===== config.mk =====
export PLATFORM = sky130hd
export DESIGN_NAME = lsu_top
export DESIGN_NICKNAME = d
export VERILOG_FILES = /design/src/hdl/lsu_pkg.sv /design/src/hdl/lsu_agu.sv /design/src/hdl/lsu_bypass.sv /design/src/hdl/load_unit.sv /design/src/hdl/store_unit.sv /design/src/hdl/lsu_top.sv
export SDC_FILE = /design/constraint.sdc
export NUM_CORES = 1
export LEC_CHECK = 0
export ABC_AREA = 1
export CAP_MARGIN = 5
export CORE_ASPECT_RATIO = 1.5
export CORE_UTILIZATION = 40
export CTS_BUF_LIST = sky130_fd_sc_hd__clkbuf_8
export CTS_CLUSTER_DIAMETER = 50
export DETAILED_ROUTE_END_ITERATION = 8
export DONT_BUFFER_PORTS = 1
export MAX_ROUTING_LAYER = met4
export PLACE_DENSITY = 0.54
export SYNTH_ARGS = -nofsm -noshare
export SYNTH_HDL_FRONTEND = slang
export SYNTH_SLANG_ARGS = --single-unit

===== constraint.sdc =====
create_clock -name clk_i -period 9 [get_ports clk_i]
set_input_delay 1.8 -clock clk_i [delete_from_list [all_inputs] [get_ports clk_i]]
set_output_delay 1.8 -clock clk_i [all_outputs]
set_load 0.01 [all_outputs]

===== src/hdl/lsu_pkg.sv =====
/*
  shared types for the reduced RV32 load/store unit
  physical addresses only, no translation
  imm is the raw 12-bit I/S immediate and is sign-extended in the AGU
*/
`default_nettype none

package lsu_pkg;

    // ----------------------------------------
    // widths
    // ----------------------------------------
    localparam int unsigned XLEN          = 32;
    localparam int unsigned TRANS_ID_BITS = 3;
    localparam int unsigned BE_BITS       = 4;
    localparam int unsigned IMM_BITS      = 12;

    // loads first, then stores
    typedef enum logic [2:0] {
        LB, LBU, LH, LHU, LW, SB, SH, SW
    } lsu_op_e;

    // riscv mcause encodings
    typedef enum logic [3:0] {
        LD_ADDR_MISALIGNED = 4'd4,
        LD_ACCESS_FAULT    = 4'd5,
        ST_ADDR_MISALIGNED = 4'd6,
        ST_ACCESS_FAULT    = 4'd7
    } exc_cause_e;

    // controller state, same for both units
    typedef enum logic [1:0] {
        U_IDLE, U_ACCESS, U_RESPOND
    } unit_state_e;

    // ----------------------------------------
    // request and result words
    // ----------------------------------------
    typedef struct packed {
        lsu_op_e                  op;
        logic [XLEN-1:0]          operand_a;
        logic [XLEN-1:0]          operand_b;
        logic [IMM_BITS-1:0]      imm;
        logic [TRANS_ID_BITS-1:0] trans_id;
    } lsu_issue_t;

    typedef struct packed {
        lsu_op_e                  op;
        logic                     is_store;
        logic [XLEN-1:0]          vaddr;
        logic [XLEN-1:0]          wdata;
        logic [BE_BITS-1:0]       be;
        logic                     misaligned;
        logic [TRANS_ID_BITS-1:0] trans_id;
    } lsu_ctrl_t;

    typedef struct packed {
        logic            valid;
        exc_cause_e      cause;
        logic [XLEN-1:0] tval;
    } exception_t;

    typedef struct packed {
        logic                     valid;
        logic [TRANS_ID_BITS-1:0] trans_id;
        logic [XLEN-1:0]          data;
        exception_t               ex;
    } load_result_t;

    typedef struct packed {
        logic                     valid;
        logic [TRANS_ID_BITS-1:0] trans_id;
        exception_t               ex;
    } store_result_t;

    // ----------------------------------------
    // apb
    // ----------------------------------------
    typedef struct packed {
        logic               psel;
        logic               penable;
        logic               pwrite;
        logic [XLEN-1:0]    paddr;
        logic [XLEN-1:0]    pwdata;
        logic [BE_BITS-1:0] pstrb;
    } apb_req_t;

    typedef struct packed {
        logic [XLEN-1:0] prdata;
        logic            pready;
        logic            pslverr;
    } apb_resp_t;

endpackage

`default_nettype wire


===== src/hdl/lsu_agu.sv =====
/*
  address generation, purely combinational
  byte enables for a misaligned halfword at offset 3 lose the top byte,
  harmless since that request never reaches the bus
*/
`timescale 1ns/1ps
`default_nettype none

module lsu_agu import lsu_pkg::*; (
    input  lsu_issue_t issue_i,
    input  logic       issue_valid_i,
    output lsu_ctrl_t  ctrl_o,
    output logic       ctrl_valid_o
);

    logic [XLEN-1:0] imm_sext;
    logic [XLEN-1:0] vaddr;
    logic [1:0]      offset;

    // base + sign-extended immediate
    assign imm_sext = {{(XLEN-IMM_BITS){issue_i.imm[IMM_BITS-1]}}, issue_i.imm};
    assign vaddr    = issue_i.operand_a + imm_sext;
    assign offset   = vaddr[1:0];

    always_comb begin
        ctrl_o          = '0;
        ctrl_o.op       = issue_i.op;
        ctrl_o.vaddr    = vaddr;
        ctrl_o.trans_id = issue_i.trans_id;
        ctrl_o.is_store = (issue_i.op == SB) || (issue_i.op == SH) || (issue_i.op == SW);
        // store data moved up to its byte lane
        ctrl_o.wdata    = issue_i.operand_b << {offset, 3'b000};

        case (issue_i.op)
            // halfword, bit 0 must be clear
            LH, LHU, SH: begin
                ctrl_o.be         = 4'b0011 << offset;
                ctrl_o.misaligned = offset[0];
            end
            // word, bits 1:0 must be clear
            LW, SW: begin
                ctrl_o.be         = 4'b1111;
                ctrl_o.misaligned = |offset;
            end
            // byte, always aligned
            default: begin
                ctrl_o.be         = 4'b0001 << offset;
                ctrl_o.misaligned = 1'b0;
            end
        endcase
    end

    assign ctrl_valid_o = issue_valid_i;

endmodule

`default_nettype wire


===== src/hdl/lsu_bypass.sv =====
/*
  two-entry request FIFO with pass-through when empty
  only accepts a request while empty, matching issue_ready
  at most one pop per cycle, the head is either a load or a store
*/
`timescale 1ns/1ps
`default_nettype none

module lsu_bypass import lsu_pkg::*; (
    input  logic      clk_i,
    input  logic      rst_ni,
    input  lsu_ctrl_t req_i,
    input  logic      req_valid_i,
    input  logic      pop_ld_i,
    input  logic      pop_st_i,
    output lsu_ctrl_t head_o,
    output logic      head_valid_o,
    output logic      ready_o
);

    lsu_ctrl_t  mem_q [2];
    logic [1:0] valid_q;
    logic       rd_ptr_q;
    logic       wr_ptr_q;
    logic [1:0] cnt_q;
    logic       empty;
    logic       push;
    logic       pop;

    assign empty   = (cnt_q == 2'd0);
    assign ready_o = empty;
    assign push    = req_valid_i & empty;
    assign pop     = pop_ld_i | pop_st_i;

    // empty -> incoming request is the head
    assign head_o       = empty ? req_i : mem_q[rd_ptr_q];
    assign head_valid_o = empty ? req_valid_i : valid_q[rd_ptr_q];

    // storage
    always_ff @(posedge clk_i) begin
        if (push) begin
            mem_q[wr_ptr_q] <= req_i;
        end
    end

    // pointers and count
    // push and pop on the same slot leave it invalid, pop wins
    always_ff @(posedge clk_i or negedge rst_ni) begin
        if (!rst_ni) begin
            valid_q  <= '0;
            rd_ptr_q <= 1'b0;
            wr_ptr_q <= 1'b0;
            cnt_q    <= '0;
        end else begin
            if (push) begin
                valid_q[wr_ptr_q] <= 1'b1;
                wr_ptr_q          <= ~wr_ptr_q;
            end
            if (pop) begin
                valid_q[rd_ptr_q] <= 1'b0;
                rd_ptr_q          <= ~rd_ptr_q;
            end
            cnt_q <= cnt_q + {1'b0, push} - {1'b0, pop};
        end
    end

endmodule

`default_nettype wire


===== src/hdl/load_unit.sv =====
/*
  load unit with one APB read master
  one load at a time, takes the head only while the store unit is idle
  misaligned loads skip the bus and report in the next cycle
*/
`timescale 1ns/1ps
`default_nettype none

module load_unit import lsu_pkg::*; (
    input  logic         clk_i,
    input  logic         rst_ni,
    input  lsu_ctrl_t    head_i,
    input  logic         head_valid_i,
    input  logic         busy_i,
    output logic         pop_o,
    output logic         busy_o,
    output apb_req_t     apb_o,
    input  apb_resp_t    apb_i,
    output load_result_t result_o
);

    unit_state_e     state_q;
    logic            penable_q;
    lsu_ctrl_t       req_q;
    logic [XLEN-1:0] rdata_q;
    logic            err_q;
    logic            take;
    logic            done;
    logic [XLEN-1:0] lane;
    logic [XLEN-1:0] ld_data;

    assign take   = head_valid_i && !head_i.is_store && (state_q == U_IDLE) && !busy_i;
    assign done   = (state_q == U_ACCESS) && penable_q && apb_i.pready;
    assign pop_o  = take;
    assign busy_o = (state_q != U_IDLE);

    // ----------------------------------------
    // controller
    // ----------------------------------------
    always_ff @(posedge clk_i or negedge rst_ni) begin
        if (!rst_ni) begin
            state_q   <= U_IDLE;
            penable_q <= 1'b0;
        end else begin
            case (state_q)
                U_IDLE: begin
                    if (take) begin
                        state_q <= head_i.misaligned ? U_RESPOND : U_ACCESS;
                    end
                end
                // setup cycle, then access until pready
                U_ACCESS: begin
                    if (!penable_q) begin
                        penable_q <= 1'b1;
                    end else if (apb_i.pready) begin
                        penable_q <= 1'b0;
                        state_q   <= U_RESPOND;
                    end
                end
                default: state_q <= U_IDLE;
            endcase
        end
    end

    // request and read data
    always_ff @(posedge clk_i) begin
        if (take) begin
            req_q <= head_i;
        end
        if (done) begin
            rdata_q <= apb_i.prdata;
            err_q   <= apb_i.pslverr;
        end
    end

    // read only, word address
    always_comb begin
        apb_o         = '0;
        apb_o.psel    = (state_q == U_ACCESS);
        apb_o.penable = penable_q;
        apb_o.paddr   = {req_q.vaddr[XLEN-1:2], 2'b00};
    end

    // ----------------------------------------
    // lane extraction and extension
    // ----------------------------------------
    assign lane = rdata_q >> {req_q.vaddr[1:0], 3'b000};

    always_comb begin
        case (req_q.op)
            LB:      ld_data = {{(XLEN-8){lane[7]}}, lane[7:0]};
            LBU:     ld_data = {{(XLEN-8){1'b0}}, lane[7:0]};
            LH:      ld_data = {{(XLEN-16){lane[15]}}, lane[15:0]};
            LHU:     ld_data = {{(XLEN-16){1'b0}}, lane[15:0]};
            default: ld_data = rdata_q;
        endcase
    end

    // writeback, misaligned takes priority (no bus access happened)
    always_comb begin
        result_o          = '0;
        result_o.valid    = (state_q == U_RESPOND);
        result_o.trans_id = req_q.trans_id;
        if (req_q.misaligned) begin
            result_o.ex.valid = 1'b1;
            result_o.ex.cause = LD_ADDR_MISALIGNED;
            result_o.ex.tval  = req_q.vaddr;
        end else if (err_q) begin
            result_o.ex.valid = 1'b1;
            result_o.ex.cause = LD_ACCESS_FAULT;
            result_o.ex.tval  = req_q.vaddr;
        end else begin
            result_o.data = ld_data;
        end
    end

endmodule

`default_nettype wire


===== src/hdl/store_unit.sv =====
/*
  store unit with one APB write master
  no commit queue, the write goes out as soon as the store is taken
  misaligned stores skip the bus, memory stays unchanged
*/
`timescale 1ns/1ps
`default_nettype none

module store_unit import lsu_pkg::*; (
    input  logic          clk_i,
    input  logic          rst_ni,
    input  lsu_ctrl_t     head_i,
    input  logic          head_valid_i,
    input  logic          busy_i,
    output logic          pop_o,
    output logic          busy_o,
    output apb_req_t      apb_o,
    input  apb_resp_t     apb_i,
    output store_result_t result_o
);

    unit_state_e state_q;
    logic        penable_q;
    lsu_ctrl_t   req_q;
    logic        err_q;
    logic        take;
    logic        done;

    assign take   = head_valid_i && head_i.is_store && (state_q == U_IDLE) && !busy_i;
    assign done   = (state_q == U_ACCESS) && penable_q && apb_i.pready;
    assign pop_o  = take;
    assign busy_o = (state_q != U_IDLE);

    // ----------------------------------------
    // controller
    // ----------------------------------------
    always_ff @(posedge clk_i or negedge rst_ni) begin
        if (!rst_ni) begin
            state_q   <= U_IDLE;
            penable_q <= 1'b0;
        end else begin
            case (state_q)
                U_IDLE: begin
                    if (take) begin
                        state_q <= head_i.misaligned ? U_RESPOND : U_ACCESS;
                    end
                end
                U_ACCESS: begin
                    if (!penable_q) begin
                        penable_q <= 1'b1;
                    end else if (apb_i.pready) begin
                        penable_q <= 1'b0;
                        state_q   <= U_RESPOND;
                    end
                end
                default: state_q <= U_IDLE;
            endcase
        end
    end

    always_ff @(posedge clk_i) begin
        if (take) begin
            req_q <= head_i;
        end
        if (done) begin
            err_q <= apb_i.pslverr;
        end
    end

    // data already in its lane, strobes straight from the byte enables
    always_comb begin
        apb_o         = '0;
        apb_o.psel    = (state_q == U_ACCESS);
        apb_o.penable = penable_q;
        apb_o.pwrite  = 1'b1;
        apb_o.paddr   = {req_q.vaddr[XLEN-1:2], 2'b00};
        apb_o.pwdata  = req_q.wdata;
        apb_o.pstrb   = req_q.be;
    end

    // completion
    always_comb begin
        result_o          = '0;
        result_o.valid    = (state_q == U_RESPOND);
        result_o.trans_id = req_q.trans_id;
        if (req_q.misaligned) begin
            result_o.ex.valid = 1'b1;
            result_o.ex.cause = ST_ADDR_MISALIGNED;
            result_o.ex.tval  = req_q.vaddr;
        end else if (err_q) begin
            result_o.ex.valid = 1'b1;
            result_o.ex.cause = ST_ACCESS_FAULT;
            result_o.ex.tval  = req_q.vaddr;
        end
    end

endmodule

`default_nettype wire


===== src/hdl/lsu_top.sv =====
/*
  load/store unit top, AGU -> FIFO -> load or store unit
  issue is accepted only while the FIFO is empty
  ordering: the head leaves only when both units are idle
*/
`timescale 1ns/1ps
`default_nettype none

module lsu_top import lsu_pkg::*; (
    input  logic          clk_i,
    input  logic          rst_ni,
    input  logic          issue_valid_i,
    input  lsu_issue_t    issue_i,
    output logic          issue_ready_o,
    output apb_req_t      ld_apb_o,
    input  apb_resp_t     ld_apb_i,
    output apb_req_t      st_apb_o,
    input  apb_resp_t     st_apb_i,
    output load_result_t  load_o,
    output store_result_t store_o
);

    lsu_ctrl_t ctrl;
    logic      ctrl_valid;
    lsu_ctrl_t head;
    logic      head_valid;
    logic      pop_ld;
    logic      pop_st;
    logic      ld_busy;
    logic      st_busy;

    // ----------------------------------------
    // request path
    // ----------------------------------------
    lsu_agu u_agu (
        .issue_i       ( issue_i       ),
        .issue_valid_i ( issue_valid_i ),
        .ctrl_o        ( ctrl          ),
        .ctrl_valid_o  ( ctrl_valid    )
    );

    lsu_bypass u_bypass (
        .clk_i        ( clk_i         ),
        .rst_ni       ( rst_ni        ),
        .req_i        ( ctrl          ),
        .req_valid_i  ( ctrl_valid    ),
        .pop_ld_i     ( pop_ld        ),
        .pop_st_i     ( pop_st        ),
        .head_o       ( head          ),
        .head_valid_o ( head_valid    ),
        .ready_o      ( issue_ready_o )
    );

    // ----------------------------------------
    // units, each blocked by the other's busy
    // ----------------------------------------
    load_unit u_load_unit (
        .clk_i        ( clk_i      ),
        .rst_ni       ( rst_ni     ),
        .head_i       ( head       ),
        .head_valid_i ( head_valid ),
        .busy_i       ( st_busy    ),
        .pop_o        ( pop_ld     ),
        .busy_o       ( ld_busy    ),
        .apb_o        ( ld_apb_o   ),
        .apb_i        ( ld_apb_i   ),
        .result_o     ( load_o     )
    );

    store_unit u_store_unit (
        .clk_i        ( clk_i      ),
        .rst_ni       ( rst_ni     ),
        .head_i       ( head       ),
        .head_valid_i ( head_valid ),
        .busy_i       ( ld_busy    ),
        .pop_o        ( pop_st     ),
        .busy_o       ( st_busy    ),
        .apb_o        ( st_apb_o   ),
        .apb_i        ( st_apb_i   ),
        .result_o     ( store_o    )
    );

endmodule

`default_nettype wire


* After elaboration in Yosys (flattened, before gate mapping)
Memory sizes are Yosys's and may differ from the RTL's.
Index checks and enable logic that the tools add are counted.
** Word-level totals
- Bits in writable memories :: 152
- Flip-flop bits (word level) :: 157
- Memories kept :: 1
- Output and inout port bits :: 257
- Logic and storage cells :: 119
- Bits of input ports :: 153
** Operators by class
- Multiplexer cells :: 33
- Reduce and logical (&&, ||, !) cells :: 28
- Add/sub/neg operators :: 3
- Equal/unequal tests :: 19
- Bitwise logic cells :: 7
- Order comparisons :: 4
- Shift-type cells :: 4
** Memory list
- u_bypass.mem_q :: words 2, bits a word 76, read ports 1, clocked after memory_dff 0, wr ports 1, RTL line lsu_bypass.sv:21 : lsu_ctrl_t mem_q [2];
** Operator list (number)
- 37-bit 2-to-1 mux :: 4
- 32-bit one-hot mux with 4 select lines :: 1
- 76-bit 2-to-1 mux :: 1
- 32-bit 2-to-1 mux :: 2
- 32-bit adder :: 1
- 32-bit by 5-bit left shift with 32-bit output :: 1
- 32-bit by 5-bit right shift with 16-bit output :: 1
- 2-bit 2-to-1 mux :: 9
- 3-bit by 2-bit == test with 1-bit output (second input constant) :: 4
- 3-bit == test (second input constant) :: 4
- 1-bit logical AND :: 12
- 1-bit 2-to-1 mux :: 11
- 5-bit one-hot mux with 2 select lines :: 1
- 2-bit by 1-bit != test with 1-bit output (second input constant) :: 4
- 2-bit one-hot mux with 2 select lines :: 2
- 2-bit zero test :: 3
- 3-bit AND reduction :: 2
- 2-bit by 1-bit == test with 1-bit output (second input constant) :: 2
- 2-bit == test (second input constant) :: 2
- 1-bit by 2-bit < comparator with 1-bit output (second input constant) :: 2
- 2-bit != test (second input constant) :: 2
- 2-bit nonzero test :: 2
- 2-bit OR reduction :: 2
- 1-bit by 2-bit left shift with 4-bit output (first input constant) :: 1
- 16 further kinds :: 22

* Depth between registers and ports, before layout
Gate-level depths: netlist (run 1).
- Depth after elaboration :: 10
- Mapped depth :: 14
- Depth with buffers taken out :: 14

* Modules after synthesis
Synthesis (run 1) repeated with hierarchy kept, for this count alone.
** Second synthesis, totals
- Cell total of the unflattened synthesis :: 1841
- Area total of the unflattened synthesis :: 16712.3 µm²
** Modules (own cells, without submodules)
- lsu_bypass :: cells each 533, sequential area each 4714.5 µm², area an instance 6462.4 µm², times used 1
- load_unit :: cells each 422, sequential area each 2237.1 µm², area an instance 4032.6 µm², times used 1
- store_unit :: cells each 247, sequential area each 2267.2 µm², area an instance 3233.1 µm², times used 1
- lsu_agu :: cells each 639, sequential area each 0.0 µm², area an instance 2984.1 µm², times used 1

* Least setup slack after synthesis (run 1)
No wires, ideal clock.
- Path kind :: input -> register
- Start :: in issue_valid_i
- End :: mem u_bypass.mem_q[0][0] in the netlist's numbering (enable)
- Slack :: 3343 ps
- Setup time :: 513 ps
- Stages :: 2
- Path buffers :: 0
- Required time :: 8487 ps
- Arrival :: 5144 ps
- Cell sequence :: nand2_1 -> nor2_1
** On the way
- Word-level cells in the longest chain between the ends :: 3
** Ends and longest elaborated chain
- start, declared :: RTL line lsu_top.sv:12 : input logic issue_valid_i,
- 1-bit AND :: RTL line lsu_bypass.sv:32 : assign push = req_valid_i & empty;
- 1-bit 2-to-1 mux :: RTL line lsu_bypass.sv:41 : if (push) begin
- 1-bit 2-to-1 mux (implied by the code) :: RTL line lsu_bypass.sv:42 : mem_q[wr_ptr_q] <= req_i;
- end, declared :: RTL line lsu_bypass.sv:21
Every way passes these cells.

==> results of run 1 <==
tightest hold or removal path, stage by stage (launching register included):
cell	delay, ps
sky130_fd_sc_hd__dfrtp_1	340
sky130_fd_sc_hd__o22ai_1	90
sky130_fd_sc_hd__inv_1	50
synth_stat cells (2+ instances only):
master                       n
sky130_fd_sc_hd__clkbuf_1   39
sky130_fd_sc_hd__o31ai_1    18
sky130_fd_sc_hd__buf_4     153
sky130_fd_sc_hd__inv_1     239
sky130_fd_sc_hd__xor2_1     17
sky130_fd_sc_hd__ha_1       32
sky130_fd_sc_hd__o21ai_1    10
sky130_fd_sc_hd__xnor2_1     4
sky130_fd_sc_hd__nor2_1    221
sky130_fd_sc_hd__a31oi_1    35
sky130_fd_sc_hd__nand3b_1    2
sky130_fd_sc_hd__buf_6       2
sky130_fd_sc_hd__mux2i_1    10
sky130_fd_sc_hd__o22ai_1     2
sky130_fd_sc_hd__edfxtp_1  297
sky130_fd_sc_hd__buf_1       6
sky130_fd_sc_hd__o21ai_0    77
sky130_fd_sc_hd__nor3_1      7
sky130_fd_sc_hd__buf_2      13
sky130_fd_sc_hd__nand4_1     2
sky130_fd_sc_hd__o21bai_1    2
sky130_fd_sc_hd__o211ai_1   14
sky130_fd_sc_hd__or2_1       2
sky130_fd_sc_hd__a21oi_1    59
sky130_fd_sc_hd__nand3_1    66
sky130_fd_sc_hd__and2_1     15
sky130_fd_sc_hd__or2_2      12
sky130_fd_sc_hd__conb_1      2
sky130_fd_sc_hd__nand2_1   406
sky130_fd_sc_hd__dfrtp_1    12
sky130_fd_sc_hd__a22oi_1     2
sky130_fd_sc_hd__inv_2       5
sky130_fd_sc_hd__nor2_2     11
sequential cells by signal, summed over array words and instances (netlist names):
signal,flops
u_bypass.cnt_q,2
u_bypass.mem_q,152
u_bypass.wr_ptr_q,1
u_bypass.rd_ptr_q,1
u_store_unit.penable_q,1
u_store_unit.state_q,2
u_store_unit.req_q,3
u_load_unit.rdata_q,32
u_load_unit.state_q,2
u_store_unit.err_q,1
u_store_unit.apb_o,66
u_bypass.valid_q,2
u_load_unit.penable_q,1
u_load_unit.req_q,6
u_load_unit.apb_o,30
u_store_unit.result_o,3
u_load_unit.err_q,1
u_load_unit.result_o,3
per-stage QoR:
stage | instance area (um^2) | setup WS (ps) | hold slack (ps)
2_1_floorplan | 16700 | 3340 | 464
5_1_grt | 17200 | 4050 | 538
3_3_place_gp | 16100 | 4550 | 478
3_5_place_dp | 16100 | 4480 | 497
4_1_cts | 17200 | 4260 | 513
6_report | 17200 | 4320 | 513
area by class of cell:
| cell class | instances | area share, % |
|---|---|---|
| sequential | 309 | 53.5 |
| timing repair buffer | 13 | 0.566 |
| clock buffer | 53 | 4.23 |
| clock inverter | 44 | 2.26 |
| antenna | 2 | 0.0290 |
| multi-input combinational | 1082 | 30.4 |
| tap | 511 | 3.71 |
| inverter | 245 | 5.34 |
logic make-up (layout without fill, tap and decap cells):
group,Yosys count,count (layout)
AND/OR/NAND/NOR,750,750
XOR/XNOR,21,21
multiplexers,10,10
other,2,47
flip-flops,309,309
AO/OA/AOI/OAI,223,223
adder cells (fa/ha/maj),33,33
buffers and inverters,459,355
metal layers:
| layer | vias to the layer above | global-route usage, % | routed length (um) |
|---|---|---|---|
| met5 | - | - | 0 |
| met4 | 0 | 8.31 | 1390 |
| met3 | 82 | 3.27 | 1880 |
| met2 | 361 | 37.0 | 22500 |
| met1 | 5361 | 19.9 | 15400 |
| li1 | 5494 | - | - |
power by group:
part           total, mW  switching (mW)  internal (mW)
Sequential          2.51           0.337           2.17
Clock               1.35           0.594          0.758
Combinational       1.63            1.21          0.423
Total               5.49            2.14           3.35
final timing paths:
kind | startpoint | end | slack, ps | depth (start not counted)
worst max-delay path | u_load_unit.req_q[41] | load_o[57] | 4320 | 6
worst min-delay path | u_bypass.valid_q[0] | u_bypass.valid_q[0] | 510 | 2
worst max register to register | u_bypass.cnt_q[1] | u_store_unit.apb_o[45] | 4750 | 7
worst min register to register | u_bypass.valid_q[0] | u_bypass.valid_q[0] | 510 | 2
max in group asynchronous | rst_ni | u_bypass.rd_ptr_q | 8020 | 0
min in group asynchronous | rst_ni | u_load_unit.penable_q | 900 | 0
==> results by stage, run 1 <==
Synth:
- Synthesis inferred 309 register bits.
- The compound-cell area share of the yosys netlist is 7.63%.
- Of the total synthesized cell area, the portion taken by XOR and XNOR cells is 1.11%.
- The synthesized netlist devotes 2.54% of its cell area to adder and majority cells.
- The fraction of synthesis flops using an asynchronous set or reset pin is 3.88%.
- The mean area per synthesized cell is 9.18 um^2.
- Yosys mapped a number of flops with a built-in enable equal to 297.
- The combinational family with the most area after synthesis is simple AND/OR/NAND/NOR gates.
- Measured against the total synthesized area, the mux share comes to 0.604%.
- The cell type with the largest total area after synthesis is sky130_fd_sc_hd__edfxtp_1.
- The post-synthesis instance area is 16,600 um^2.
- The cell count after synthesis is 1,807.
- The most used flip-flop cell after synthesis is sky130_fd_sc_hd__edfxtp_1.
- The post-synthesis simple-gate area fraction is 18.4%.
- The share of the Yosys chip area taken by registers is 55.6%.
- Yosys attributes the largest share of cell area to sky130_fd_sc_hd__edfxtp_1 54%, sky130_fd_sc_hd__nand2_1 9.2%, sky130_fd_sc_hd__buf_4 6.9%, sky130_fd_sc_hd__inv_1 5.4%, sky130_fd_sc_hd__nor2_1 5.0%.
- Of the post-synthesis cell area, the dominant cell type holds 53.8%.
- The Yosys step of the flow raised 0 warnings.
- The count of cell types in the netlist is 46.

Floorplan:
- The standard-cell row count is 91.
- The die extent in x is 168 um.
- In this run the standard cell core region covers 41,000 um^2.
- Once the floorplan was initialized, standard cells occupied 40.5% of the core.
- The number of placed I/O pins is 410.
- The floorplan step defined a die boundary enclosing 42,300 um^2.
- The die outline height is 251 um.

Power:
- VDD sags by at most 0.000129 V.
- Dividing total power by cell area gives a power density of 319 nW/um^2.
- Overall power consumption after layout is estimated at 5.49 mW.
- For this design the static power due to leakage is 7.37 nW.

Setup path:
- Along the worst path, the maximum fanout reaches 25.
- Among all stages on the critical path, the largest delay is contributed by sky130_fd_sc_hd__edfxtp_1.
- The delay contributed by the slowest stage of the critical path is 890 ps.
- The buffering stage count on the worst path with inverters included is 1.
- Walking the worst path, the cells encountered are inv_1 > o31ai_1 > nand3_1 > nand3_2 > nand2_4 > nor2_1.
- For the worst setup path, the data arrival time is 2880 ps.
- The worst setup path is launched from a register.
- The critical path is of the reg -> out type.
- On the critical path the largest part of the delay comes from flip-flops.
- The capturing element type of the critical path is a primary output.
- The required arrival time at the worst endpoint is 7200 ps.

CTS:
- The count of clock tree sinks is 309.
- The buffer depth of the longest clock path is 3.
- The clock transition at the register clock pins on the worst setup and hold paths after CTS is 60 ps.
- The maximum level of the CTS H-tree is 2.
- Clock tree synthesis selected as its root buffer the cell sky130_fd_sc_hd__clkbuf_8.
- The clock buffer count from CTS is 52.
- The clock tree from TritonCTS is yes.
- Once the clock tree was built, the setup fixing pass inserted 0 buffers.
- The hold buffer count at CTS is 0.
- In this run, post-CTS repair resized a total of 0 instances.
- The clock reaches the later pin of the worst-skew pair after 610 ps.

STA:
- The time the final worst path needs with I/O delays and setup is 4680 ps.
- The final-report hold violation count was 0.
- The fraction of the cycle the final worst path needs is 52.0%.
- The upper clock frequency limit is 214 MHz.
- The final max-slew violation count is 0.
- Headroom to the max-slew limit came out at 27.8%.
- The transition time at the pin with the least slew margin is 1080 ps.
- Setup repair after global routing left no endpoint under its margin.
- Setup violations remaining at the end of the flow were counted as 0.
- The accumulated negative setup slack is 0 ps.
- The post-route clock skew is 29.3 ps.

Global routing:
- The number of antenna violations at the first check in global routing is 2.
- After global routing the overflow that remains totals 0.
- The pin count of the biggest net entering global routing is 63.
- The number of global-route vias before repair is 10,987.
- Global routing consumed, over all layers together, 19.7% of the routing resources.
- The wire length of the first global-routing pass is 61.8 mm.

Detailed routing:
- The post-detailed-route via-to-cell ratio is 5.00.
- The routed wirelength normalized by instance count is 18.2 um.
- The post-detailed-routing wire length is 41.2 mm.
- After the first detailed-routing iteration, the DRC count stood at 716.
- The post-detailed-route DRC marker count is 0.
- The first-pass detailed-route iteration total is 6.
- The total number of vias is 11,298.
- The count of nets left with antenna violations after detail routing is 0.

Min path:
- The class of the most critical hold timing path is reg -> reg.

Run:
- The max-cap check violation count is 0.

Placed design:
- The total of buffers placed on input and output ports is 0.
- In this run, placement finished with an instance count of 2,160.
- The routability-driven placement congestion ratio is 0.911.
- Detailed placement ended at an HPWL of 28.6 mm.

Layout:
- The net count of the finished layout is 1,889.
- The proportion of layout cells with a drive suffix above 1 is 7.56%.
- The utilization of the core after routing is 42.1%.
- In the layout the commonest cells are 406 x sky130_fd_sc_hd__nand2_1, 297 x sky130_fd_sc_hd__edfxtp_1, 248 x sky130_fd_sc_hd__inv_1, 217 x sky130_fd_sc_hd__nor2_1, 77 x sky130_fd_sc_hd__o21ai_0.
- The final standard cell count with taps included and fillers excluded is 2,259.
- After filler insertion, the fill cell instance count of the layout stands at 4,016.
- The area growth from synthesis to final layout is 3.99%.
- The register area is 9220 um^2.
- The area occupied by multi-input gates is 5240 um^2.
- The commonest non-fill, non-tap cell in the layout is sky130_fd_sc_hd__nand2_1.

Status:
- The run finished with clean final reports.
(Power assumes the default switching activity.)
==> run 2: changes to the inputs <==
Settings changed: ABC_AREA 1 to 0, PLACE_DENSITY 0.54 to 0.56.
Clock period 9 ns to 3.9 ns, I/O delays scaled along.
==> run 2 against run 1 <==
Net effect:
- clock power grew 86%
- via count shrank 18%
- setup slack lost 4100 ps
- routed wire length shrank 14%
- clock skew shrank 4.4 ps
- critical endpoint is now load_o[53]
- register-to-register slack lost 3800 ps
- first-iteration DRC count shrank 47%
- synthesized cell count shrank 26%
- critical path depth shrank 1
- non-clock buffer count grew 10
==> results by stage, run 2 <==
Setup path:
- The buffering stage count on the worst path with inverters included came to 0 (-1).
- The maximum fanout encountered on the critical timing path is 16 (-36%).
- The class of the most critical setup path is reg -> out.
- The required arrival time at the worst endpoint is 3120 ps (-4080 ps).
- Traced cell by cell, the critical path runs through nor2b_1 > nand2_1 > o211ai_1 > nand2_1 > a21oi_1.
- The cell seen most often among critical-path stages is sky130_fd_sc_hd__nand2_1.
- The critical path arrival came to 2930 ps (+50 ps).
- The setup slack of the most critical reg-to-reg path is 980 ps (-3770 ps).
- In this run the critical register-to-register path is captured at u_store_unit.apb_o[31].
- The delay contributed by the slowest stage of the critical path is 600 ps (-290 ps).
- The worst register-to-register path begins at u_bypass.cnt_q[1].
- The largest individual stage delay along the critical path comes from the cell sky130_fd_sc_hd__nor2b_1.
- The capturing element type of the critical path is a primary output.
- The start point of the critical path is u_load_unit.req_q[75].
- The worst setup path is launched from a register.
- The largest delay contributor family on the critical path is simple AND/OR/NAND/NOR gates.
- The depth of the worst register-to-register path was 7 (unchanged).

Synth:
- The proportion of synthesized chip area in sequential cells is 58.1% (+2.5 points).
- The area share of the leading cell type in the synthesized netlist is 56.2% (+2.4 points).
- The cell type with the largest total area after synthesis is sky130_fd_sc_hd__edfxtp_1.
- The number of synthesized flops with an enable pin was 297 (unchanged).
- Ranked by total cell area, the synthesized netlist is headed by sky130_fd_sc_hd__edfxtp_1 56%, sky130_fd_sc_hd__buf_4 7.2%, sky130_fd_sc_hd__mux2i_1 6.2%, sky130_fd_sc_hd__o21ai_0 3.1%, sky130_fd_sc_hd__nand2_1 2.6%.
- The mean area per synthesized cell is 11.8 um^2 (+29%).
- The total of warnings raised by yosys is 0 (unchanged).
- The most frequently used cell type in the post-synthesis netlist is sky130_fd_sc_hd__edfxtp_1.
- The fraction of synthesis flops using an asynchronous set or reset pin is 3.88% (unchanged).
- The cell count after synthesis is 1,343 (-26%).
- Ranked by instance count, the synthesized netlist is headed by 297 x sky130_fd_sc_hd__edfxtp_1, 152 x sky130_fd_sc_hd__buf_4, 110 x sky130_fd_sc_hd__nand2_1.
- The post-synthesis instance area is 15,900 um^2 (-4.3%).
- The post-synthesis register bit count came to 309 (unchanged).
- The count of cell types in the netlist came to 62 (+35%).
- The primary flip-flop cell chosen by synthesis mapping is sky130_fd_sc_hd__edfxtp_1.

Global routing:
- The wire length of the first global-routing pass is 52.3 mm (-15%).
- The number of global-route vias before repair was 9,228 (-16%).
- The pin count of the biggest net entering global routing came to 85 (+35%).
- The overall track demand over capacity in global routing is 17.5% (-2.2 points).
- The total overflow reported by the global router came to 0 (unchanged).
- The number of antenna violations at the first check in global routing is 1 (-1).

STA:
- Setup repair after global routing left no endpoint under its margin.
- The post-route clock skew came to 24.9 ps (-4.42 ps).
- The worst path needs 3710 ps of the cycle, external delays included.
- The accumulated negative setup slack is 0 ps (unchanged).
- The worst relative slew slack is 41.0% (+13 points).
- The transition time at the pin with the least slew margin is 883 ps (-197 ps).
- The final-report hold violation count is 0 (unchanged).
- Derived from the worst setup path, the maximum achievable clock frequency is 270 MHz.
- The fraction of the cycle the final worst path needs is 95.1%.
- The final max-slew violation count is 0 (unchanged).
- The final-report setup violation count is 0 (unchanged).

Min path:
- The worst hold path terminates at u_load_unit.rdata_q[28].
- The startpoint of the worst hold path is ld_apb_i[30].
- The class of the most critical hold timing path is in -> reg.
- The worst hold path cell count was 0 (-2).

Detailed routing:
- The routed wirelength normalized by instance count is 19.9 um (+9.2%).
- The post-detailed-route via-to-cell ratio is 5.18 (+3.6%).
- The post-detailed-routing wire length is 35.6 mm (-14%).
- The first-pass detailed-route iteration total came to 5 (-1).
- The total number of vias came to 9,267 (-18%).
- The count of nets left with antenna violations after detail routing is 0 (unchanged).
- The post-detailed-route DRC marker count was 0 (unchanged).
- The number of violations reported at the end of detailed-routing iteration 0 is 383 (-47%).

Placed design:
- The routability-driven placement congestion ratio is 0.831 (-8.7%).
- The total cell area at the placement stage is 15,500 um^2 (-3.7%).
- The total of buffers placed on input and output ports came to 0 (unchanged).
- The estimated wirelength of the detail-placed design is 24.7 mm (-14%).

CTS:
- The number of gates given a new drive strength after cts is 0 (unchanged).
- In this run the clock root is driven by a sky130_fd_sc_hd__clkbuf_8.
- The clock transition at the register clock pins on the worst setup and hold paths after CTS is 70 ps (about the same).
- The post-CTS setup repair buffer count is 0 (unchanged).
- TritonCTS built the clock tree.
- The buffer depth of the longest clock path is 3 (unchanged).
- The count of clock tree sinks is 309 (unchanged).
- The maximum level of the CTS H-tree is 2 (unchanged).
- The hold buffer count at CTS was 1 (+1).
- The clock buffer count from CTS is 49 (-5.8%).
- The clock latency on the worst-skew pair was 580 ps (-30 ps).

Layout:
- The register area is 9220 um^2 (unchanged).
- The top cell types in the final layout, fill and taps aside, are 297 x sky130_fd_sc_hd__edfxtp_1, 110 x sky130_fd_sc_hd__nand2_1, 99 x sky130_fd_sc_hd__mux2i_1, 97 x sky130_fd_sc_hd__o21ai_0, 79 x sky130_fd_sc_hd__a21oi_1.
- The layout filler cell count was 3,692 (-8.1%).
- The final design area excluding fillers was 16,400 um^2 (-4.8%).
- The register with the most flip-flops is u_bypass.mem_q.
- The area occupied by multi-input gates is 5320 um^2 (+1.5%).
- The proportion of layout cells with a drive suffix above 1 is 8.79% (+1.2 points).
- The count of nets after finishing is 1,435 (-24%).
- The area growth from synthesis to final layout is 3.48%.
- The library cell used most frequently in the layout, excluding fill and tap cells, is sky130_fd_sc_hd__edfxtp_1.
- The flip-flop count of the largest register after layout is 152 (unchanged).

Power:
- The worst ir drop on vdd is 0.000416 V (+220%).
- The static leakage power is 6.16 nW (-16%).
- The cell area power density is 694 nW/um^2 (+120%).

Floorplan:
- The number of placed I/O pins was 410 (unchanged).
- The standard-cell row count is 89 (-2.2%).
- The full die area is 40,500 um^2 (-4.3%).
- The die extent in x is 165 um (-2.1%).
- The die outline height is 246 um (-2.2%).
- The effective utilization at floorplan came to 40.5% (about the same).
- The core area was 39,200 um^2 (-4.4%).

Run:
- The max-cap check violation count is 0 (unchanged).

Status:
- The run finished with clean final reports.
[run 2: cell count changes in the layout (fill, tap and decap cells not counted), moves of 14 or more]
cell	change
sky130_fd_sc_hd__a211oi_1	+14
sky130_fd_sc_hd__a21o_1	+31
sky130_fd_sc_hd__a21oi_1	+20
sky130_fd_sc_hd__a31oi_1	-32
sky130_fd_sc_hd__and2_1	+27
sky130_fd_sc_hd__inv_1	-194
sky130_fd_sc_hd__mux2i_1	+89
sky130_fd_sc_hd__nand2_1	-296
sky130_fd_sc_hd__nand3_1	-59
sky130_fd_sc_hd__nor2_1	-141
sky130_fd_sc_hd__nor2b_1	+54
sky130_fd_sc_hd__o21ai_0	+20
sky130_fd_sc_hd__o31ai_1	-14
sky130_fd_sc_hd__xnor2_1	+19
[run 2: logic make-up (layout without fill, tap and decap cells)]
| kind of cell | count (synthesis) | after routing | synth area share (%) |
|---|---|---|---|
| xor gates and xnor gates | 33 | 33 | 1.82 |
| muxes | 104 | 104 | 6.60 |
| buffers and inverters | 250 | 150 | 9.60 |
| other | 2 | 47 | 0.0473 |
| DFF | 309 | 309 | 58.1 |
| AOI/OAI and AO/OA | 286 | 286 | 11.3 |
| adders and majority gates | 33 | 33 | 2.65 |
| and+or+nand+nor | 326 | 326 | 9.86 |
[run 2: worst max path at each step]
stage | end | slack (ps) | cells after the start
after CTS | load_o[53] | 140 | 9
after detailed placement | u_store_unit.apb_o[64] | 480 | 10
after floorplan | u_store_unit.state_q[0] | 50 | 9
after global routing | load_o[53] | 0.6 | 8
final | load_o[53] | 190 | 5
after global placement | u_store_unit.apb_o[64] | 510 | 10
[run 2: stage by stage]
step | util [%] | instances | worst slack, ps | total power, mW | hold slack [ps]
after detailed placement | 39.6 | 1697 | 485 | 9.03 | 485
after floorplan | - | 1386 | 51.7 | 8.43 | 441
final | 41.9 | 1788 | 190 | 11.4 | 283
after CTS | 41.9 | 1786 | 142 | 11.6 | 226
after global placement | 39.6 | 1697 | 509 | 8.99 | 460
after global routing | 41.9 | 1787 | 0.583 | 12.1 | 237
[run 2: area by class of cell]
class / count / area share (%)
flip-flops and latches: 309 / 56.2
multi-input cells: 827 / 32.4
clock buffers: 53 / 4.44
well taps: 500 / 3.81
repair buffers: 23 / 1.30
clock inverters: 35 / 0.975
inverters: 39 / 0.907
diodes: 2 / 0.0305
[run 2: routing by layer]
layer	up-vias	wire length [um]	global-route usage, %
met5	-	0	-
met4	0	1370	8.34
met3	78	1730	2.70
met2	324	19100	31.5
met1	4428	13300	18.4
li1	4437	-	-
[run 2: power by group]
| group | switching (mW) | leakage, nW | internal [mW] |
|---|---|---|---|
| logic | 2.37 | 2.77 | 1.11 |
| registers | 0.542 | 2.86 | 4.86 |
| clock network | 1.25 | 0.530 | 1.26 |
[run 2: worst reg2reg max path: stages, from the launching register on]
cell	delay [ps]
sky130_fd_sc_hd__dfrtp_1	390
sky130_fd_sc_hd__or2_2	470
sky130_fd_sc_hd__inv_4	190
sky130_fd_sc_hd__nand2_1	170
sky130_fd_sc_hd__o21ai_0	130
sky130_fd_sc_hd__nand3_1	270
sky130_fd_sc_hd__nor2_4	480
sky130_fd_sc_hd__buf_12	430
==> run 3: changes to the inputs <==
Settings changed: CAP_MARGIN 5 to 20, REMOVE_ABC_BUFFERS from default to 1.
==> run 3 against run 2 <==
Net effect:
- routed wire length increased by 0.55%
- critical path depth increased by 2
- largest power group unchanged
- critical endpoint is now load_o[57]
- fmax grew 4.1%
==> results by stage, run 3 (synthesis results as in run 2) <==
Status:
- The flow ran to the end, and the final reports show no timing, DRC or antenna violations.

Power:
- The worst ir drop on vdd is 0.000434 V (+4.5%).
- The static leakage power is 6.15 nW (-0.29%).
- The post-route total power was 11.5 mW (+0.75%).
- The cell area power density is 700 nW/um^2 (+0.84%).

Global routing:
- The number of antenna violations at the first check in global routing is 4 (+3).
- The overall track demand over capacity in global routing is 17.5% (+0.030 points).
- The number of global-route vias before repair is 9,219 (-0.098%).
- The pin count of the biggest net entering global routing was 95 (+12%).
- The wire length of the first global-routing pass was 52.3 mm (about the same).
- The total overflow reported by the global router is 0 (unchanged).

CTS:
- The maximum level of the CTS H-tree is 2 (unchanged).
- The buffer depth of the longest clock path is 3 (unchanged).
- The post-CTS setup repair buffer count was 0 (unchanged).
- TritonCTS built the clock tree.
- The clock latency on the worst-skew pair is 590 ps (about the same).
- The count of clock tree sinks is 309 (unchanged).
- The clock transition at the register clock pins on the worst setup and hold paths after CTS is 70 ps (about the same).
- The tree is rooted in a sky130_fd_sc_hd__clkbuf_8.
- The clock buffer count from CTS is 48 (-2.0%).

Floorplan:
- The die extent in x is 165 um (unchanged).
- The effective utilization at floorplan is 40.5% (unchanged).
- The core area was 39,200 um^2 (unchanged).
- The full die area is 40,500 um^2 (unchanged).
- The die outline height is 246 um (unchanged).
- The standard-cell row count is 89 (unchanged).
- The number of placed I/O pins came to 410 (unchanged).

STA:
- The fraction of the cycle the final worst path needs is 91.4% (-3.8 points).
- The time the final worst path needs with I/O delays and setup was 3560 ps (-146 ps).
- The final-report setup violation count is 0 (unchanged).
- The transition time at the pin with the least slew margin is 1050 ps (+167 ps).
- The post-route clock skew was 16.5 ps (-8.41 ps).
- The upper clock frequency limit came to 281 MHz (+4.1%).
- The final max-slew violation count is 0 (unchanged).
- The worst relative slew slack is 29.8% (-11 points).
- Setup repair after global routing left no endpoint under its margin.
- The final-report hold violation count is 0 (unchanged).

Setup path:
- The buffering stage count on the worst path with inverters included is 0 (unchanged).
- The critical path goes through mux2i_1 > nand2_1 > o21ai_1 > or4_1 > o211ai_1 > nand2_2 > a21oi_1.
- The class of the most critical setup path is reg -> out.
- The worst register-to-register path begins at u_bypass.cnt_q[1].
- The depth of the worst register-to-register path was 8 (+1).
- The slowest stage of the critical path belongs to the cell sky130_fd_sc_hd__or4_1.
- The critical path arrival came to 2780 ps (-150 ps).
- The critical path depth was 7 (+2).
- The delay contributed by the slowest stage of the critical path is 630 ps (+30 ps).
- The capturing element type of the critical path is a primary output.
- The endpoint identified for the worst register-to-register timing path is u_load_unit.apb_o[65].
- The worst setup path is launched from a register.
- The setup slack of the most critical reg-to-reg path is 1160 ps (+180 ps).
- The required arrival time at the worst endpoint is 3120 ps (about the same).
- In this run the worst setup path begins at u_load_unit.req_q[41].
- The critical path endpoint is load_o[57].
- The maximum fanout encountered on the critical timing path is 16 (unchanged).
- Broken down by cell family, the worst path's largest delay share belongs to simple AND/OR/NAND/NOR gates.

Detailed routing:
- The post-detailed-routing wire length is 35.8 mm (+0.55%).
- The post-detailed-route DRC marker count is 0 (unchanged).
- The total number of vias was 9,349 (+0.88%).
- The first-pass detailed-route iteration total is 5 (unchanged).
- The routed wirelength normalized by instance count is 20.1 um (+0.89%).
- The count of nets left with antenna violations after detail routing came to 0 (unchanged).
- The post-detailed-route via-to-cell ratio is 5.25 (+1.2%).
- The number of violations reported at the end of detailed-routing iteration 0 was 485 (+27%).

Layout:
- The final standard cell count with taps included and fillers excluded was 1,782 (-0.34%).
- The proportion of layout cells with a drive suffix above 1 is 8.99% (+0.20 points).
- The library cells used most frequently in the layout, excluding fill and tap cells, are 297 x sky130_fd_sc_hd__edfxtp_1, 109 x sky130_fd_sc_hd__nand2_1, 99 x sky130_fd_sc_hd__mux2i_1, 97 x sky130_fd_sc_hd__o21ai_0, 78 x sky130_fd_sc_hd__a21oi_1.
- The count of nets after finishing came to 1,433 (-0.14%).
- The area growth from synthesis to final layout is 3.40% (about the same).
- The flip-flop count of the largest register after layout is 152 (unchanged).
- Counting flops per register, the top entry is u_bypass.mem_q.
- The layout filler cell count is 3,702 (+0.27%).
- The library cell used most frequently in the layout, excluding fill and tap cells, is sky130_fd_sc_hd__edfxtp_1.

Placed design:
- The routability-driven placement congestion ratio is 0.833 (+0.24%).
- The total of buffers placed on input and output ports came to 0 (unchanged).
- The count of placed standard cells including taps came to 1,696 (-0.059%).
- The estimated wirelength of the detail-placed design is 24.4 mm (-0.95%).

Run:
- The max-cap check violation count is 0 (unchanged).

Min path:
- The class of the most critical hold timing path is in -> reg.
-- run 3: changes by cell type in the layout (fill, tap and decap cells not counted), moves of 2 or more --
cell                        change
sky130_fd_sc_hd__clkbuf_8       -3
sky130_fd_sc_hd__bufinv_16      +2
sky130_fd_sc_hd__clkinv_2       +2
sky130_fd_sc_hd__clkinv_1       -3
sky130_fd_sc_hd__inv_1          -4
-- run 3: worst min-delay path by stage --
stage	slack, ps	from	to	cells past startpoint
2_1_floorplan	440	u_store_unit.state_q[1]	u_store_unit.state_q[0]	1
3_3_place_gp	460	u_store_unit.state_q[1]	u_store_unit.state_q[0]	1
3_5_place_dp	480	rst_ni	u_load_unit.penable_q	0
4_1_cts	230	ld_apb_i[24]	u_load_unit.rdata_q[22]	0
5_1_grt	230	ld_apb_i[4]	u_load_unit.rdata_q[2]	0
6_report	280	ld_apb_i[21]	u_load_unit.rdata_q[19]	0
-- run 3: final cells by class --
class / instances / area, um^2 / area share [%]
clock buffers: 50 / 688 / 4.19
well taps: 500 / 626 / 3.81
clock inverters: 32 / 199 / 1.21
repair buffers: 22 / 193 / 1.17
diodes: 3 / 7.51 / 0.0458
inverters: 39 / 149 / 0.907
flip-flops and latches: 309 / 9220 / 56.2
multi-input cells: 827 / 5320 / 32.4
-- run 3: power by group --
part           internal, mW  leakage [nW]  total (mW)  switching, mW
combinational          1.12          2.77        3.52           2.40
clock                  1.32         0.516        2.59           1.27
sequential             4.86          2.86        5.37          0.507
total                  7.30          6.15        11.5           4.18
-- run 3: worst reg2reg max path, stage by stage (launching register included) --
cell and delay (ps):
sky130_fd_sc_hd__dfrtp_1 390, sky130_fd_sc_hd__or2_2 470, sky130_fd_sc_hd__inv_4 150, sky130_fd_sc_hd__nand2_1 160, sky130_fd_sc_hd__o21ai_0 140, sky130_fd_sc_hd__and3_1 200
sky130_fd_sc_hd__nand2_1 100, sky130_fd_sc_hd__inv_2 520, sky130_fd_sc_hd__buf_4 330
-- run 3: through the flow --
step	setup slack [ps]	TNS (ps)	area, um^2	hold slack [ps]	utilization, %
floorplan	-3390	-610280	14700	441	-
global placement	532	0	15500	461	39.5
detailed placement	526	0	15500	481	39.5
CTS	81.5	0	16400	227	41.8
global route	161	0	16400	229	41.9
finish	336	0	16400	280	41.9
-- run 3: metal layers --
metal  track usage, %  part of all wire, %  routed length (um)
met1             18.4                   38               13600
met2             32.3                   55               19700
met3             2.70                  4.2                1520
met4             6.83                  2.8                 989
met5                -                    0                   0
-- run 3: what timing repair did --
item	4_1_cts	5_1_grt
gates resized for setup	0	2
setup endpoints to repair	0	6
hold buffers	1	0
hold endpoints to repair	12	0
